===== src/common/calc_fsm_pkg.sv =====
package calc_fsm_pkg;

    // Controller sequencing states
    // Operand registers look at these to decide where a digit goes
    typedef enum logic [2:0] {
        get_first   = 3'b000,               // Building operand A
        get_second  = 3'b001,               // Building operand B
        issue       = 3'b010,               // Start pulse to the selected unit
        wait_unit   = 3'b011,               // Waiting for finish
        show_result = 3'b100                // Complete pulse, clear operands
    } calc_state_t;

endpackage


===== src/common/calc_pkg.sv =====
package calc_pkg;

    // Datapath widths
    localparam int data_w  = 16;                // Operand and result width
    localparam int digit_w = 4;                 // One BCD keypad digit

    typedef logic [data_w-1:0]  data_t;
    typedef logic [digit_w-1:0] digit_t;

    // One-hot operator codes as they arrive from the keypad
    typedef logic [2:0] op_t;

    localparam op_t op_add = 3'b001;
    localparam op_t op_sub = 3'b010;
    localparam op_t op_mul = 3'b100;

    // Largest legal keypad digit
    localparam digit_t max_digit = 4'd9;

    // Multiplier iteration control
    localparam int mul_steps  = data_w;         // One step per multiplier bit
    localparam int mul_cnt_w  = $clog2(mul_steps);

endpackage


===== src/common/calc_op_if.sv =====
`timescale 1ns/10ps

// One operation request and its result between the controller and a unit
interface calc_op_if;

    calc_pkg::data_t operand_a;             // First operand
    calc_pkg::data_t operand_b;             // Second operand
    logic            subtract;              // Add/sub select, unused by multiplier
    logic            start;                 // One-cycle request pulse
    calc_pkg::data_t result;                // Valid while finish is high
    logic            finish;                // One-cycle done pulse

    modport requester (
        output operand_a,
        output operand_b,
        output subtract,
        output start,
        input  result,
        input  finish
    );

    modport executor (
        input  operand_a,
        input  operand_b,
        input  subtract,
        input  start,
        output result,
        output finish
    );

endinterface


===== src/calculator/add_sub_unit.sv =====
`timescale 1ns/10ps

module add_sub_unit (
    input logic          clk,
    input logic          nRST,
    calc_op_if.executor  bus
);

    calc_pkg::data_t sum_q;                 // Registered result

    // Result word, only meaningful alongside finish
    always_ff @(posedge clk) begin
        if (bus.start) begin
            if (bus.subtract) begin
                sum_q <= bus.operand_a - bus.operand_b;     // Wraps on borrow
            end else begin
                sum_q <= bus.operand_a + bus.operand_b;
            end
        end
    end

    always_ff @(posedge clk or negedge nRST) begin
        if (!nRST) begin
            bus.finish <= 1'b0;
        end else begin
            bus.finish <= bus.start;        // Done one cycle after start
        end
    end

    assign bus.result = sum_q;

endmodule


===== src/calculator/calc_control.sv =====
`timescale 1ns/10ps

module calc_control (
    input  logic                      clk,
    input  logic                      nRST,
    input  calc_pkg::op_t             operator_input,
    input  logic                      equal_input,
    input  calc_pkg::data_t           operand_a,
    input  calc_pkg::data_t           operand_b,
    output calc_fsm_pkg::calc_state_t state,
    output logic                      clear_operands,
    calc_op_if.requester              alu_bus,
    calc_op_if.requester              mul_bus,
    output logic                      complete,
    output calc_pkg::data_t           display_output
);

    calc_fsm_pkg::calc_state_t next_state;
    calc_pkg::op_t             op_q;            // Latched operator
    logic                      op_valid;        // operator_input is one of the three codes
    logic                      is_mul;
    logic                      unit_done;
    calc_pkg::data_t           unit_result;

    assign op_valid = (operator_input == calc_pkg::op_add) ||
                      (operator_input == calc_pkg::op_sub) ||
                      (operator_input == calc_pkg::op_mul);

    assign is_mul = (op_q == calc_pkg::op_mul);

    always_ff @(posedge clk or negedge nRST) begin
        if (!nRST) begin
            state <= calc_fsm_pkg::get_first;
        end else begin
            state <= next_state;
        end
    end

    always_comb begin
        next_state = state;
        case (state)
            calc_fsm_pkg::get_first: begin
                if (op_valid) begin
                    next_state = calc_fsm_pkg::get_second;
                end
            end
            calc_fsm_pkg::get_second: begin
                if (equal_input) begin
                    next_state = calc_fsm_pkg::issue;
                end
            end
            calc_fsm_pkg::issue: begin
                next_state = calc_fsm_pkg::wait_unit;   // Start goes out this cycle
            end
            calc_fsm_pkg::wait_unit: begin
                if (unit_done) begin
                    next_state = calc_fsm_pkg::show_result;
                end
            end
            calc_fsm_pkg::show_result: begin
                next_state = calc_fsm_pkg::get_first;
            end
            default: begin
                next_state = calc_fsm_pkg::get_first;
            end
        endcase
    end

    // Operator only needs to be pressed, not held
    always_ff @(posedge clk or negedge nRST) begin
        if (!nRST) begin
            op_q <= calc_pkg::op_add;
        end else if (state == calc_fsm_pkg::get_first && op_valid) begin
            op_q <= operator_input;
        end
    end

    // Both buses see the same operands, only one gets a start
    assign alu_bus.operand_a = operand_a;
    assign alu_bus.operand_b = operand_b;
    assign alu_bus.subtract  = (op_q == calc_pkg::op_sub);
    assign alu_bus.start     = (state == calc_fsm_pkg::issue) && !is_mul;

    assign mul_bus.operand_a = operand_a;
    assign mul_bus.operand_b = operand_b;
    assign mul_bus.subtract  = 1'b0;
    assign mul_bus.start     = (state == calc_fsm_pkg::issue) && is_mul;

    // Take the result from whichever unit reports done
    assign unit_done   = alu_bus.finish || mul_bus.finish;
    assign unit_result = alu_bus.finish ? alu_bus.result : mul_bus.result;

    always_ff @(posedge clk or negedge nRST) begin
        if (!nRST) begin
            display_output <= '0;
        end else if (state == calc_fsm_pkg::wait_unit && unit_done) begin
            display_output <= unit_result;  // Visible with complete
        end
    end

    assign complete       = (state == calc_fsm_pkg::show_result);
    assign clear_operands = (state == calc_fsm_pkg::show_result);

    // A finish outside wait_unit would be lost
    assert_done_while_waiting : assert property (
        @(posedge clk) disable iff (!nRST)
        unit_done |-> (state == calc_fsm_pkg::wait_unit)
    );

    // Result mux favours the adder, so both at once is a fault
    assert_one_finish : assert property (
        @(posedge clk) disable iff (!nRST)
        !(alu_bus.finish && mul_bus.finish)
    );

endmodule


===== src/calculator/shift_add_multiplier.sv =====
`timescale 1ns/10ps

module shift_add_multiplier (
    input logic          clk,
    input logic          nRST,
    calc_op_if.executor  bus
);

    calc_pkg::data_t               mcand;       // Shifts left each step
    calc_pkg::data_t               mplier;      // Shifts right, bit 0 gates the add
    calc_pkg::data_t               acc;         // Low half of the product
    logic [calc_pkg::mul_cnt_w-1:0] step;
    logic                          busy;
    logic                          last_step;

    assign last_step = (step == calc_pkg::mul_cnt_w'(calc_pkg::mul_steps - 1));

    // Datapath, bits above 15 simply fall off
    always_ff @(posedge clk) begin
        if (bus.start) begin
            mcand  <= bus.operand_a;
            mplier <= bus.operand_b;
            acc    <= '0;
        end else if (busy) begin
            if (mplier[0]) begin
                acc <= acc + mcand;
            end
            mcand  <= mcand << 1;
            mplier <= mplier >> 1;
        end
    end

    always_ff @(posedge clk or negedge nRST) begin
        if (!nRST) begin
            busy       <= 1'b0;
            step       <= '0;
            bus.finish <= 1'b0;
        end else begin
            bus.finish <= 1'b0;
            if (bus.start) begin
                busy <= 1'b1;
                step <= '0;
            end else if (busy) begin
                step <= step + 1'b1;
                if (last_step) begin
                    busy       <= 1'b0;
                    bus.finish <= 1'b1;     // acc holds the final sum next cycle
                end
            end
        end
    end

    assign bus.result = acc;

    // Controller must wait for finish before issuing again
    assert_no_start_busy : assert property (
        @(posedge clk) disable iff (!nRST)
        bus.start |-> !busy
    );

endmodule


===== src/source/calculator_top.sv =====
`timescale 1ns/10ps

module calculator_top (
    input  logic             clk,
    input  logic             nRST,
    input  calc_pkg::digit_t digit,
    input  logic             read_input,
    input  calc_pkg::op_t    operator_input,
    input  logic             equal_input,
    output logic             complete,
    output calc_pkg::data_t  display_output
);

    calc_fsm_pkg::calc_state_t state;
    logic                      clear_operands;
    calc_pkg::data_t           operand_a;
    calc_pkg::data_t           operand_b;

    calc_op_if alu_bus ();
    calc_op_if mul_bus ();

    calc_control u_control (
        .clk            (clk),
        .nRST           (nRST),
        .operator_input (operator_input),
        .equal_input    (equal_input),
        .operand_a      (operand_a),
        .operand_b      (operand_b),
        .state          (state),
        .clear_operands (clear_operands),
        .alu_bus        (alu_bus.requester),
        .mul_bus        (mul_bus.requester),
        .complete       (complete),
        .display_output (display_output)
    );

    operand_entry u_operands (
        .clk            (clk),
        .nRST           (nRST),
        .state          (state),
        .digit          (digit),
        .read_input     (read_input),
        .clear_operands (clear_operands),
        .operand_a      (operand_a),
        .operand_b      (operand_b)
    );

    add_sub_unit u_alu (
        .clk  (clk),
        .nRST (nRST),
        .bus  (alu_bus.executor)
    );

    shift_add_multiplier u_mul (
        .clk  (clk),
        .nRST (nRST),
        .bus  (mul_bus.executor)
    );

endmodule


===== src/source/operand_entry.sv =====
`timescale 1ns/10ps

module operand_entry (
    input  logic                      clk,
    input  logic                      nRST,
    input  calc_fsm_pkg::calc_state_t state,
    input  calc_pkg::digit_t          digit,
    input  logic                      read_input,
    input  logic                      clear_operands,
    output calc_pkg::data_t           operand_a,
    output calc_pkg::data_t           operand_b
);

    // value * 10 + digit, wrapping at 2^16
    function automatic calc_pkg::data_t accumulate(
        input calc_pkg::data_t  value,
        input calc_pkg::digit_t d
    );
        calc_pkg::data_t times_ten;
        times_ten = (value << 3) + (value << 1);    // 8x + 2x
        return times_ten + calc_pkg::data_t'(d);
    endfunction

    always_ff @(posedge clk or negedge nRST) begin
        if (!nRST) begin
            operand_a <= '0;
            operand_b <= '0;
        end else if (clear_operands) begin
            operand_a <= '0;                        // Fresh start after a result
            operand_b <= '0;
        end else if (read_input) begin
            case (state)
                calc_fsm_pkg::get_first: begin
                    operand_a <= accumulate(operand_a, digit);
                end
                calc_fsm_pkg::get_second: begin
                    operand_b <= accumulate(operand_b, digit);
                end
                default: begin
                    // Busy, key dropped
                end
            endcase
        end
    end

    // Keypad only ever sends decimal digits
    assert_digit_range : assert property (
        @(posedge clk) disable iff (!nRST)
        read_input |-> (digit <= calc_pkg::max_digit)
    );

endmodule


===== config.mk =====
export PLATFORM = sky130hd
export DESIGN_NAME = calculator_top
export DESIGN_NICKNAME = d
export VERILOG_FILES = /design/src/common/calc_fsm_pkg.sv /design/src/common/calc_pkg.sv /design/src/common/calc_op_if.sv /design/src/calculator/add_sub_unit.sv /design/src/calculator/calc_control.sv /design/src/calculator/shift_add_multiplier.sv /design/src/source/calculator_top.sv /design/src/source/operand_entry.sv
export SDC_FILE = /design/constraint.sdc
export NUM_CORES = 1
export LEC_CHECK = 0
export BUFFER_PORTS_ARGS = -buffer_cell sky130_fd_sc_hd__buf_2
export CORE_MARGIN = 3
export CORE_UTILIZATION = 37
export DETAILED_ROUTE_END_ITERATION = 8
export REMOVE_ABC_BUFFERS = 1
export SYNTH_ARGS = -nofsm -noshare
export SYNTH_HDL_FRONTEND = slang
export SYNTH_SLANG_ARGS = --single-unit

===== constraint.sdc =====
create_clock -name clk -period 3.3 [get_ports clk]
set_clock_uncertainty 0.1 [all_clocks]
set_input_delay 0.165 -clock clk [delete_from_list [all_inputs] [get_ports clk]]
set_output_delay 0.165 -clock clk [all_outputs]
set_load 0.01 [all_outputs]

======== Word level (Yosys, flattened, before mapping) ========
Cells that the tools add are included.
word-level totals
  output and inout bits ................... 17
  input port bits ......................... 11
  bits in registers ....................... 125
cells by class
  muxes and demuxes ....................... 24
  equal/unequal tests ..................... 13
  reductions and logical operators ........ 17
  add/subtract/negate cells ............... 8
operators with widths
  kind                   number
  $mux W16               12
  $add A16 B16 Y16       4
  $add A16 B4 Y16        2
  $sub A16 B16 Y16       1
  $eq A3 B2 Y1 const B   4
  $pmux W3 S4            1
  $eq A3 B3 Y1 const B   3
  $mux W3                3
  $mux W4                2
  $reduce_bool A2 Y1     4
  $eq A3 B1 Y1 const B   2
  $mux W1                6
  $reduce_and A2 Y1      3
  $add A4 B1 Y4 const B  1
  $eq A4 B4 Y1 const B   1
  $logic_and A1 B1 Y1    4
  $ne A2 B1 Y1 const B   2
  $logic_not A3 Y1       1
  $logic_or A1 B1 Y1     3
  $reduce_and A3 Y1      1
  $ne A2 B2 Y1 const B   1
  $logic_not A1 Y1       1

======== Logic depth before layout (Yosys ltp) ========
Gate-level depths: netlist of the first run.
  depth after elaboration ................. 5
  gate-level depth with buffers ........... 13
  gate-level depth less buffers ........... 13

======== By module ========
Synthesis of the first run repeated with hierarchy kept, for this count alone.
unflattened totals
  cell total of the unflattened synthesis .. 837
  area total of the unflattened synthesis .. 8770.9 sq um
modules (own cells, without submodules)
  module                times used  cells an instance  area an instance (sq um)
  shift_add_multiplier  1           253                2867.8
  operand_entry         1           272                2717.6
  calc_control          1           159                1691.6
  add_sub_unit          1           153                1493.9

======== Worst setup path after synthesis of the first run ========
OpenSTA, ideal clock, no wires.
  kind .................................... register -> register
  start ................................... reg u_operands.operand_b[7]
  end ..................................... reg u_alu.sum_q[15] (netlist: u_alu.bus.result[15]) (data pin)
  path buffers ............................ 0
  stages on the path, launching flop included .. 11
  period minus slack after synthesis ...... 3.029 ns
  data arrival time ....................... 2.664 ns
  setup slack ............................. 0.271 ns
  setup time .............................. 0.265 ns
  cell sequence ........................... dfrtp_1 -> or3_1 -> or3_4 -> o21ai_0 -> xor2_1 -> ha_1 -> o21ai_0 -> nand2b_1 -> and3_1 -> a221oi_1 -> xnor2_1
on the way
  longest elaborated chain between the ends .. 2
RTL lines
  element                                               RTL line                                RTL
  start: declaration                                    operand_entry.sv:11                     output calc_pkg::data_t operand_b
  start signal: assignment                              operand_entry.sv:37                     operand_b <= accumulate(operand_b, digit);
  $add A16 B16 Y16 or $sub A16 B16 Y16 (tied branches)  add_sub_unit.sv:17, add_sub_unit.sv:15
  $mux W16 *                                            add_sub_unit.sv:14                      if (bus.subtract) begin
  end signal: assignment                                add_sub_unit.sv:15                      sum_q <= bus.operand_a - bus.operand_b;
  end signal: assignment                                add_sub_unit.sv:17                      sum_q <= bus.operand_a + bus.operand_b;
  end: declaration                                      add_sub_unit.sv:9                       calc_pkg::data_t sum_q;
Mark *: on every way between the ends. The rest lies on a longest branch, timed or not.
A chain may end at the register's enable or synchronous reset.

======== Worst setup path in the final report of the first run ========
  start ................................... reg u_operands.operand_b[9]
  end ..................................... reg u_alu.sum_q[15] (netlist: u_alu.bus.result[15]) (data pin)
The elaborated chain is that of the path after synthesis.

==> impl_metrics.py, run 1 <==
metrics = {
    "global_route": {
        "grt_pass1_vias": 6144,
        "grt_max_degree": 40,
        "antenna_found_initial": 0,
        "grt-ovfl-total": 0,
        "grt.total_usage": 0.157,
        "grt_pass1_wl_um": 30600,
    },
    "synthesis": {
        "async_flop_share": 0.488,
        "ys_seq_area_frac": 0.404,
        "synth_cells": 875,
        "netlist.area_leader.share": 0.185,
        "synth_top_area_cell": "dfrtp_1",
        "synth_top_cells_by_area": "dfrtp_1, edfxtp_1, ha_1",
        "yosysUniqueCellTypes": 65,
        "avgSynthCellArea_sq_um": 9.30,
        "synth_edf_count": 48,
        "ys_ff_latch": 125,
        "yosysWarnings": 0,
        "ys.flop_type": "dfrtp_1",
        "synth_area_sq_mm": 0.00814,
    },
    "status": {
        "status": "finished clean",
    },
    "clock_tree": {
        "cts.sinks": 125,
        "cts_buffers": 17,
        "worstSkewPairLatency_ns": 0.43,
        "cts_setup_buffers": 0,
        "cts_max_path_buffers": 2,
        "ctsRootBufferMaster": "clkbuf_16",
        "cts_tree": "done",
        "htreeDepth": 4,
        "clk_pin_slew_worst_paths_ns": 0.06,
    },
    "final_layout": {
        "multiInputGateArea_sq_mm": 0.00465,
        "register_area_sq_mm": 0.00329,
        "drive_gt1_frac": 0.118,
        "n_antenna_cell": 0,
        "layout.nets": 1012,
        "area_delta_synth_final_pct": 15.1,
        "final_area_sq_mm": 0.00937,
        "fillers": 2090,
    },
    "power": {
        "p_sw_frac": 0.199,
        "leakage_uw": 0.00405,
        "net-switching-power_uw": 716,
        "p_seq_frac": 0.446,
        "peakVddDrop_v": 0.000257,
        "pwr-share-clk": 0.540,
        "p_per_area_mw_per_mm2": 384,
        "p_int_uw": 2880,
        "pwr-share-comb": 0.015,
    },
    "setup_path": {
        "r2r-end": "u_alu.bus.result[15]",
        "worstSetupPathType": "flip-flop to flip-flop",
        "cp.arrival_ns": 3.14,
        "r2r_slack_ns": 0.23,
        "r2r.worst_path.cells": 10,
        "r2r-start": "u_operands.operand_b[9]",
        "crit_end": "u_alu.bus.result[15]",
        "critPathRequiredTime_ns": 3.37,
        "startpoint": "u_operands.operand_b[9]",
        "cp-start-kind": "flip-flop",
        "worstSetupEndpointType": "flip-flop",
        "crit_fanout": 3,
    },
    "timing": {
        "setup_viol": 0,
        "rsz0062_at_grt": "false",
        "post-route-min-period_ns": 3.07,
        "drv_slew": 0,
        "slew_headroom": 0.407,
        "setup-tns-final_ns": 0,
        "fmax_mhz": 325,
        "worstMarginPinSlew_ns": 0.889,
        "finalWorstSetupSlack_ns": 0.226,
        "finalHoldViolations": 0,
        "holdWs_ns": 0.0154,
        "fin_crit_sh": 0.931,
    },
    "job": {
        "max_cap_violations": 0,
    },
    "route": {
        "totalWireLength_um": 18100,
        "drt_pass1_iterations": 5,
        "viasPerCell": 5.19,
        "route.detailed.drc": 0,
        "drtAntennaViolNets": 0,
        "drtIter0Drc": 402,
        "wl_met1_um": 9030,
        "highest_layer": "met4",
        "met3_length_um": 584,
        "dr_wl_met2_um": 8260,
        "routedWlPerCell_um": 15.1,
        "vias": 6220,
    },
    "floorplan": {
        "pin_count": 28,
        "dieWidth_um": 154,
        "die_area_sq_mm": 0.0238,
        "core_area_sq_mm": 0.0213,
        "die_y_um": 154,
        "row_count": 53,
        "start_util": 0.382,
    },
    "worst_hold_path": {
        "min_path_type": "primary input to flip-flop",
    },
    "place": {
        "placed_cell_area_sq_mm": 0.00865,
        "hpwl_um": 13300,
        "pre_cts_ws_ns": 0.102,
        "gp_congestion": 0.902,
        "io_buffers": 27,
    },
}
-- per-layer routing --
| layer | up-vias | track usage |
|---|---|---|
| met1 | 2945 | 0.216 |
| met2 | 77 | 0.253 |
| li1 | 3183 | - |
| met5 | - | 0 |
| met3 | 15 | 0.0353 |
| met4 | 0 | 0.0374 |
-- sequential cells by signal (all words and copies together), names as in the netlist --
signal,flops
u_control.display_output,16
u_mul.step,4
u_control.state,3
u_mul.bus.finish,1
u_alu.bus.result,16
u_control.op_q,3
u_mul.busy,1
u_alu.bus.finish,1
u_operands.operand_b,16
u_mul.mcand,16
u_mul.mplier,16
u_operands.operand_a,16
u_mul.bus.result,16
-- cells in the final DEF (no fill, tap or decap), types with 8 or more instances in the layout --
| cell | instances |
|---|---|
| nand2_1 | 153 |
| ha_1 | 83 |
| a21oi_1 | 77 |
| nor2_1 | 60 |
| dfrtp_1 | 58 |
| o21ai_0 | 56 |
| edfxtp_1 | 48 |
| xnor2_1 | 38 |
| inv_1 | 27 |
| xor2_1 | 27 |
| buf_2 | 27 |
| mux2i_1 | 21 |
| buf_4 | 21 |
| clkbuf_16 | 17 |
| dfxtp_1 | 16 |
| o21a_1 | 12 |
| a21o_1 | 10 |
| o21ai_1 | 10 |
| nand2b_1 | 10 |
| a211oi_1 | 9 |
| nor2b_1 | 8 |
| nor3_1 | 8 |
-- synthesized netlist by cell type, types with 3 or more instances --
cell type  instances
o21ai_1            7
dfrtp_1           60
nand4_1            6
dfxtp_1           16
a32o_1             4
ha_1              84
o21ai_0           59
o31ai_1            8
and2_1             5
edfxtp_1          48
nor3b_1            5
xnor2_1           38
buf_2              9
mux2i_1           21
xor2_1            27
nand2b_1          10
a21o_1            10
nor3_1            11
nor2b_1            9
nand3_1            7
inv_1             28
o21a_1            12
a31oi_1            5
or3_1              4
fa_1               6
clkbuf_1          26
a21oi_1           78
a211oi_1           9
a211oi_2           3
o21bai_1           4
nor2_1            61
a31o_2             3
nand2_1          153
-- per-stage QoR --
step	util	std cells	power, uW
2_1_floorplan	-	837	1650
3_3_place_gp	0.406	1161	1680
3_5_place_dp	0.406	1161	1680
4_1_cts	0.438	1199	3630
5_1_grt	0.440	1199	3710
6_report	0.440	1199	3600
-- layout make-up --
| type | count | share of cell area |
|---|---|---|
| multi-input combinational | 684 | 0.496 |
| clock buffer | 20 | 0.0466 |
| sequential | 125 | 0.351 |
| tap | 275 | 0.0367 |
| inverter | 28 | 0.0112 |
| timing repair buffer | 55 | 0.0398 |
| clock inverter | 12 | 0.0182 |
-- how the worst min path moves through the flow --
stage | start | end | cells after the start
4_1_cts | read_input | u_operands.operand_a[11] | 2
3_3_place_gp | nRST | u_control.display_output[2] | 1
3_5_place_dp | nRST | u_control.display_output[2] | 1
2_1_floorplan | nRST | u_alu.bus.finish | 0
6_report | read_input | u_operands.operand_a[11] | 2
5_1_grt | read_input | u_operands.operand_a[2] | 2
-- critical path, stage by stage (launching register included) --
cell	delay (ns)
dfrtp_1	0.37
or3_1	0.44
or3_4	0.42
o21ai_0	0.19
xor2_1	0.17
ha_1	0.29
o21ai_1	0.19
nand2b_1	0.09
and3_1	0.19
a221oi_2	0.25
xnor2_1	0.11
-- kinds of logic (layout without fill, tap and decap cells) --
group | count (synthesis) | after routing | synth area share
and+or+nand+nor | 284 | 284 | 0.154
AOI/OAI and AO/OA | 224 | 224 | 0.170
DFF | 125 | 125 | 0.404
adders and majority gates | 90 | 90 | 0.144
buffers and inverters | 66 | 115 | 0.0323
xor gates and xnor gates | 65 | 65 | 0.0700
muxes | 21 | 21 | 0.0258
-- repair_timing --
action                     CTS  global route
gates resized for setup      0            17
setup endpoints to repair    0             6
hold endpoints to repair    44             0
hold buffers                 6             0
-- power by group through the flow --
| stage | clock network [uW] | logic, uW | registers (uW) |
|---|---|---|---|
| finish | 1940 | 52.7 | 1600 |
| global route | 2040 | 61.3 | 1600 |
| detailed placement | 0 | 49.6 | 1630 |
| global placement | 0 | 48.3 | 1630 |
| CTS | 1970 | 54.1 | 1600 |
| floorplan | 0 | 16.5 | 1630 |
Power figures use the tool's default switching activity.
==> run 2: changes to the inputs <==
MAX_ROUTING_LAYER = met4   (was default)
==> run 2 against run 1 <==
Combinational power about the same. Total power about the same. Final area unchanged. Largest power group unchanged. Wire length about the same. Critical path type unchanged. Count of clock-buffer cells in the layout unchanged.
==> impl_metrics.py, run 2 (synthesis results as in run 1) <==
metrics = {
    "final_layout": {
        "register_area_sq_mm": 0.00329,
        "area_delta_synth_final_pct": 15.1,
        "n_antenna_cell": 0,
        "layout_common_cells": "nand2_1, ha_1, a21oi_1",
        "mostFrequentLayoutCell": "nand2_1",
        "fin_util": 0.440,
        "drive_gt1_frac": 0.118,
        "fillers": 2090,
        "layout.nets": 1012,
        "final_area_sq_mm": 0.00937,
        "multiInputGateArea_sq_mm": 0.00465,
    },
    "floorplan": {
        "core_area_sq_mm": 0.0213,
        "dieWidth_um": 154,
        "row_count": 53,
        "pin_count": 28,
        "die_area_sq_mm": 0.0238,
        "die_y_um": 154,
        "start_util": 0.382,
    },
    "setup_path": {
        "critPathRequiredTime_ns": 3.37,
        "path_delay_family": "simple AND/OR/NAND/NOR gates",
        "critPathBufInv": 0,
        "cp.arrival_ns": 3.14,
        "worstSetupPathType": "flip-flop to flip-flop",
        "cp-start-kind": "flip-flop",
        "path_cells": "or3_1 > or3_4 > o21ai_0 > xor2_1 > ha_1 > o21ai_1 > nand2b_1 > and3_1 > a221oi_2 > xnor2_1",
        "worstSetupEndpointType": "flip-flop",
        "cpPeakStageDelay_ns": 0.44,
        "slowest_stage": "or3_1",
        "crit_fanout": 3,
    },
    "clock_tree": {
        "worstSkewPairLatency_ns": 0.43,
        "cts_max_path_buffers": 2,
        "cts_tree": "done",
        "ctsRootBufferMaster": "clkbuf_16",
        "htreeDepth": 4,
        "cts_setup_buffers": 0,
        "clk_pin_slew_worst_paths_ns": 0.06,
        "cts.sinks": 125,
        "cts_buffers": 17,
    },
    "global_route": {
        "antenna_found_initial": 0,
        "grt_use_met1": 0.215,
        "grt-busiest-layer": "met2",
        "grt_pass1_vias": 6145,
        "grt.total_usage": 0.161,
        "grt_pass1_wl_um": 30600,
        "grt_max_degree": 40,
        "use_met2": 0.253,
        "grt-ovfl-total": 0,
        "met3_usage": 0.0353,
    },
    "route": {
        "drt_pass1_iterations": 5,
        "drtAntennaViolNets": 0,
        "totalWireLength_um": 18100,
        "route.detailed.drc": 0,
        "viasPerCell": 5.21,
        "routedWlPerCell_um": 15.1,
        "vias": 6241,
        "drtIter0Drc": 393,
    },
    "timing": {
        "setup_viol": 0,
        "fmax_mhz": 325,
        "finalHoldViolations": 0,
        "slew_headroom": 0.408,
        "rsz0062_at_grt": "false",
        "holdWs_ns": 0.0118,
        "worstMarginPinSlew_ns": 0.888,
        "drv_slew": 0,
        "post-route-min-period_ns": 3.08,
        "setup-tns-final_ns": 0,
        "fin_crit_sh": 0.932,
    },
    "status": {
        "status": "finished clean",
    },
    "worst_hold_path": {
        "min_path_type": "primary input to flip-flop",
    },
    "place": {
        "io_buffers": 27,
        "gp_congestion": 0.918,
        "placed_cell_area_sq_mm": 0.00865,
        "hpwl_um": 13300,
    },
    "job": {
        "max_cap_violations": 0,
    },
    "power": {
        "leakage_uw": 0.00405,
        "peakVddDrop_v": 0.000258,
        "p_per_area_mw_per_mm2": 384,
    },
}
[run 2: repair_timing]
item	in CTS	in global routing
endpoints found under the setup margin	0	6
hold buffers	6	0
hold endpoints to repair	44	0
resized for setup	0	17
[run 2: metrics by stage]
step | instances | power, uW | worst slack [ns]
after detailed placement | 1161 | 1680 | 0.102
final | 1199 | 3600 | 0.225
after CTS | 1199 | 3630 | 0.0867
after floorplan | 837 | 1650 | 0.244
after global placement | 1161 | 1680 | 0.175
after global routing | 1199 | 3710 | 0.0280
[run 2: power breakdown]
part	total (uW)	switching (uW)	internal (uW)	leakage, uW
Clock	1940	684	1260	0.000302
Sequential	1600	0.0000000688	1600	0.00126
Combinational	52.6	34.3	18.3	0.00249
Total	3600	718	2880	0.00405
[run 2: worst reg2reg max path, cell delays in order, from the launching register on]
cell and delay, ns:
dfrtp_1 0.37, or3_1 0.44, or3_4 0.42, o21ai_0 0.20, xor2_1 0.17, ha_1 0.29, o21ai_1 0.19, nand2b_1 0.09
and3_1 0.19, a221oi_2 0.25, xnor2_1 0.10
[run 2: final timing paths]
| path | from | end | slack [ns] | depth (start not counted) |
|---|---|---|---|---|
| min reg2reg | u_mul.bus.result[7] | u_mul.bus.result[7] | 0.38 | 2 |
| max in group asynchronous | nRST | u_control.op_q[0] | 1.89 | 3 |
| max reg2reg | u_operands.operand_b[9] | u_alu.bus.result[15] | 0.22 | 10 |
| max | u_operands.operand_b[9] | u_alu.bus.result[15] | 0.22 | 10 |
| min | read_input | u_operands.operand_a[11] | 0.01 | 2 |
| min in group asynchronous | nRST | u_control.display_output[3] | 0.30 | 2 |
[run 2: cell type report]
cell class                      count  share of cell area
Sequential cell                   125               0.351
Clock buffer                       20              0.0466
Tap cell                          275              0.0367
Timing Repair Buffer               55              0.0398
Clock inverter                     12              0.0182
Inverter                           28              0.0112
Multi-Input combinational cell    684               0.496
[run 2: metal layers]
layer | routed length [um] | vias to the layer above
li1 | - | 3184
met1 | 9070 | 2963
met2 | 8260 | 78
met3 | 563 | 16
met4 | 196 | 0
met5 | 0 | -
==> run 3: changes to the inputs <==
CORE_ASPECT_RATIO = 0.9   (was default)
==> run 3 against run 2 <==
Total power is 3.6% higher. Flip-flop and latch count stayed put. Via count is 1.0% higher. Maximum frequency is 0.49% higher. Non-clock buffer count is 7 higher. Worst setup slack better by 0.015 ns. Sequential power hardly changed. Clock power is 7% higher. Sequential share of layout area is 0.39 points lower. Highest routed layer unchanged.
==> impl_metrics.py, run 3 (synthesis results as in run 1) <==
metrics = {
    "setup_path": {
        "crit_fanout": 9,
        "r2r_slack_ns": 0.24,
        "slowest_stage": "dfstp_2",
        "path_cells": "nor2_1 > and2_2 > nor2_1 > xnor2_1 > ha_1 > a211oi_2 > o21ai_1 > and2_4 > a2111oi_2 > o21bai_1 > a21oi_1 > xnor2_1",
        "critPathRequiredTime_ns": 3.39,
        "cp.arrival_ns": 3.15,
        "r2r.worst_path.cells": 12,
        "cp-start-kind": "flip-flop",
        "worstSetupPathType": "flip-flop to flip-flop",
        "cpPeakStageDelay_ns": 0.55,
        "worstSetupEndpointType": "flip-flop",
        "r2r-end": "u_alu.bus.result[14]",
        "r2r-start": "u_control.op_q[0]",
    },
    "worst_hold_path": {
        "whs_path_depth": 3,
        "worstHoldStart": "digit[1]",
        "min_path_type": "primary input to flip-flop",
        "holdPathEnd": "u_operands.operand_a[1]",
    },
    "timing": {
        "fmax_mhz": 327,
        "slew_headroom": 0.490,
        "post-route-min-period_ns": 3.06,
        "rsz0062_at_grt": "false",
        "drv_slew": 0,
        "worstMarginPinSlew_ns": 0.762,
        "setup_viol": 0,
        "fin_crit_sh": 0.927,
        "finalWorstSetupSlack_ns": 0.240,
        "finalHoldViolations": 0,
        "setup-tns-final_ns": 0,
    },
    "route": {
        "totalWireLength_um": 19100,
        "drtIter0Drc": 393,
        "drt_pass1_iterations": 4,
        "vias": 6306,
        "viasPerCell": 5.18,
        "route.detailed.drc": 0,
        "drtAntennaViolNets": 0,
        "routedWlPerCell_um": 15.7,
    },
    "final_layout": {
        "area_delta_synth_final_pct": 16.3,
        "n_antenna_cell": 0,
        "layout.nets": 1019,
        "layout_common_cells": "nand2_1, ha_1, a21oi_1",
        "mostFrequentLayoutCell": "nand2_1",
        "drive_gt1_frac": 0.120,
    },
    "global_route": {
        "grt-ovfl-total": 0,
        "grt_max_degree": 34,
        "grt_pass1_wl_um": 31700,
        "grt_pass1_vias": 6057,
        "antenna_found_initial": 0,
        "grt.total_usage": 0.172,
    },
    "place": {
        "gp_congestion": 0.927,
        "hpwl_um": 14000,
        "io_buffers": 27,
        "pre_cts_ws_ns": 0.117,
    },
    "floorplan": {
        "die_area_sq_mm": 0.0238,
        "dieWidth_um": 162,
        "pin_count": 28,
        "die_y_um": 147,
        "core_area_sq_mm": 0.0212,
        "row_count": 50,
        "start_util": 0.384,
    },
    "clock_tree": {
        "cts.sinks": 125,
        "cts_buffers": 17,
        "ctsRootBufferMaster": "clkbuf_16",
        "cts_max_path_buffers": 2,
        "clk_pin_slew_worst_paths_ns": 0.06,
        "worstSkewPairLatency_ns": 0.43,
        "htreeDepth": 4,
        "cts_tree": "done",
    },
    "status": {
        "status": "finished clean",
    },
    "power": {
        "peakVddDrop_v": 0.000272,
        "p_per_area_mw_per_mm2": 394,
        "leakage_uw": 0.00410,
    },
    "job": {
        "max_cap_violations": 0,
    },
}
[run 3: what timing repair did]
| item | in CTS | in global routing |
|---|---|---|
| resized for setup | 0 | 10 |
| setup endpoints to repair | 0 | 4 |
| endpoints found under the hold margin | 36 | 0 |
| buffers inserted | 0 | 1 |
| hold buffers | 8 | 0 |
[run 3: power by group]
part / internal [uW] / switching, uW / total [uW]
combinational: 20.8 / 35.7 / 56.5
clock: 1300 / 769 / 2070
sequential: 1600 / 0.0000000635 / 1600
[run 3: cell type report]
cell class                      instances  area, sq um
Clock buffer                           18          439
Clock inverter                         14          204
Fill cell                            2053        11700
Inverter                               28          105
Multi-Input combinational cell        684         4630
Sequential cell                       125         3290
Tap cell                              286          358
Timing Repair Buffer                   62          443
[run 3: metal layers]
layer	track usage	vias up	routed length (um)
met5	-	-	0
met4	0.0563	0	279
met3	0.0375	28	770
met2	0.246	100	8320
met1	0.243	2979	9750
li1	-	3199	-
[run 3: worst max-delay path: cells and delay by family (launching register included)]
kind,cells,cell delay [ns]
compound gates,5,1.01
xor+xnor,2,0.21
fa+ha+maj,1,0.30
simple gates,4,0.64
flops,1,0.55
[run 3: how the worst max path moves through the flow]
stage,to,startpoint,slack (ns)
after floorplan,u_mul.bus.result[9],u_control.state[2],0.24
after global placement,u_alu.bus.result[15],u_control.op_q[2],0.21
after detailed placement,u_alu.bus.result[15],u_operands.operand_b[1],0.12
after CTS,u_alu.bus.result[15],u_control.op_q[2],0.11
after global routing,u_alu.bus.result[15],u_operands.operand_b[0],0.007
final,u_alu.bus.result[14],u_control.op_q[0],0.24
[run 3: metrics by stage]
step / instance area (sq um) / power (uW) / utilization / cells / hold slack, ns
after floorplan: 7980 / 1650 / - / 837 / -0.231
after global placement: 8700 / 1680 / 0.410 / 1176 / 0.178
after detailed placement: 8700 / 1680 / 0.410 / 1176 / 0.176
after CTS: 9430 / 3770 / 0.444 / 1216 / 0.0634
after global routing: 9470 / 3840 / 0.446 / 1217 / 0.0962
final: 9470 / 3730 / 0.446 / 1217 / 0.0887
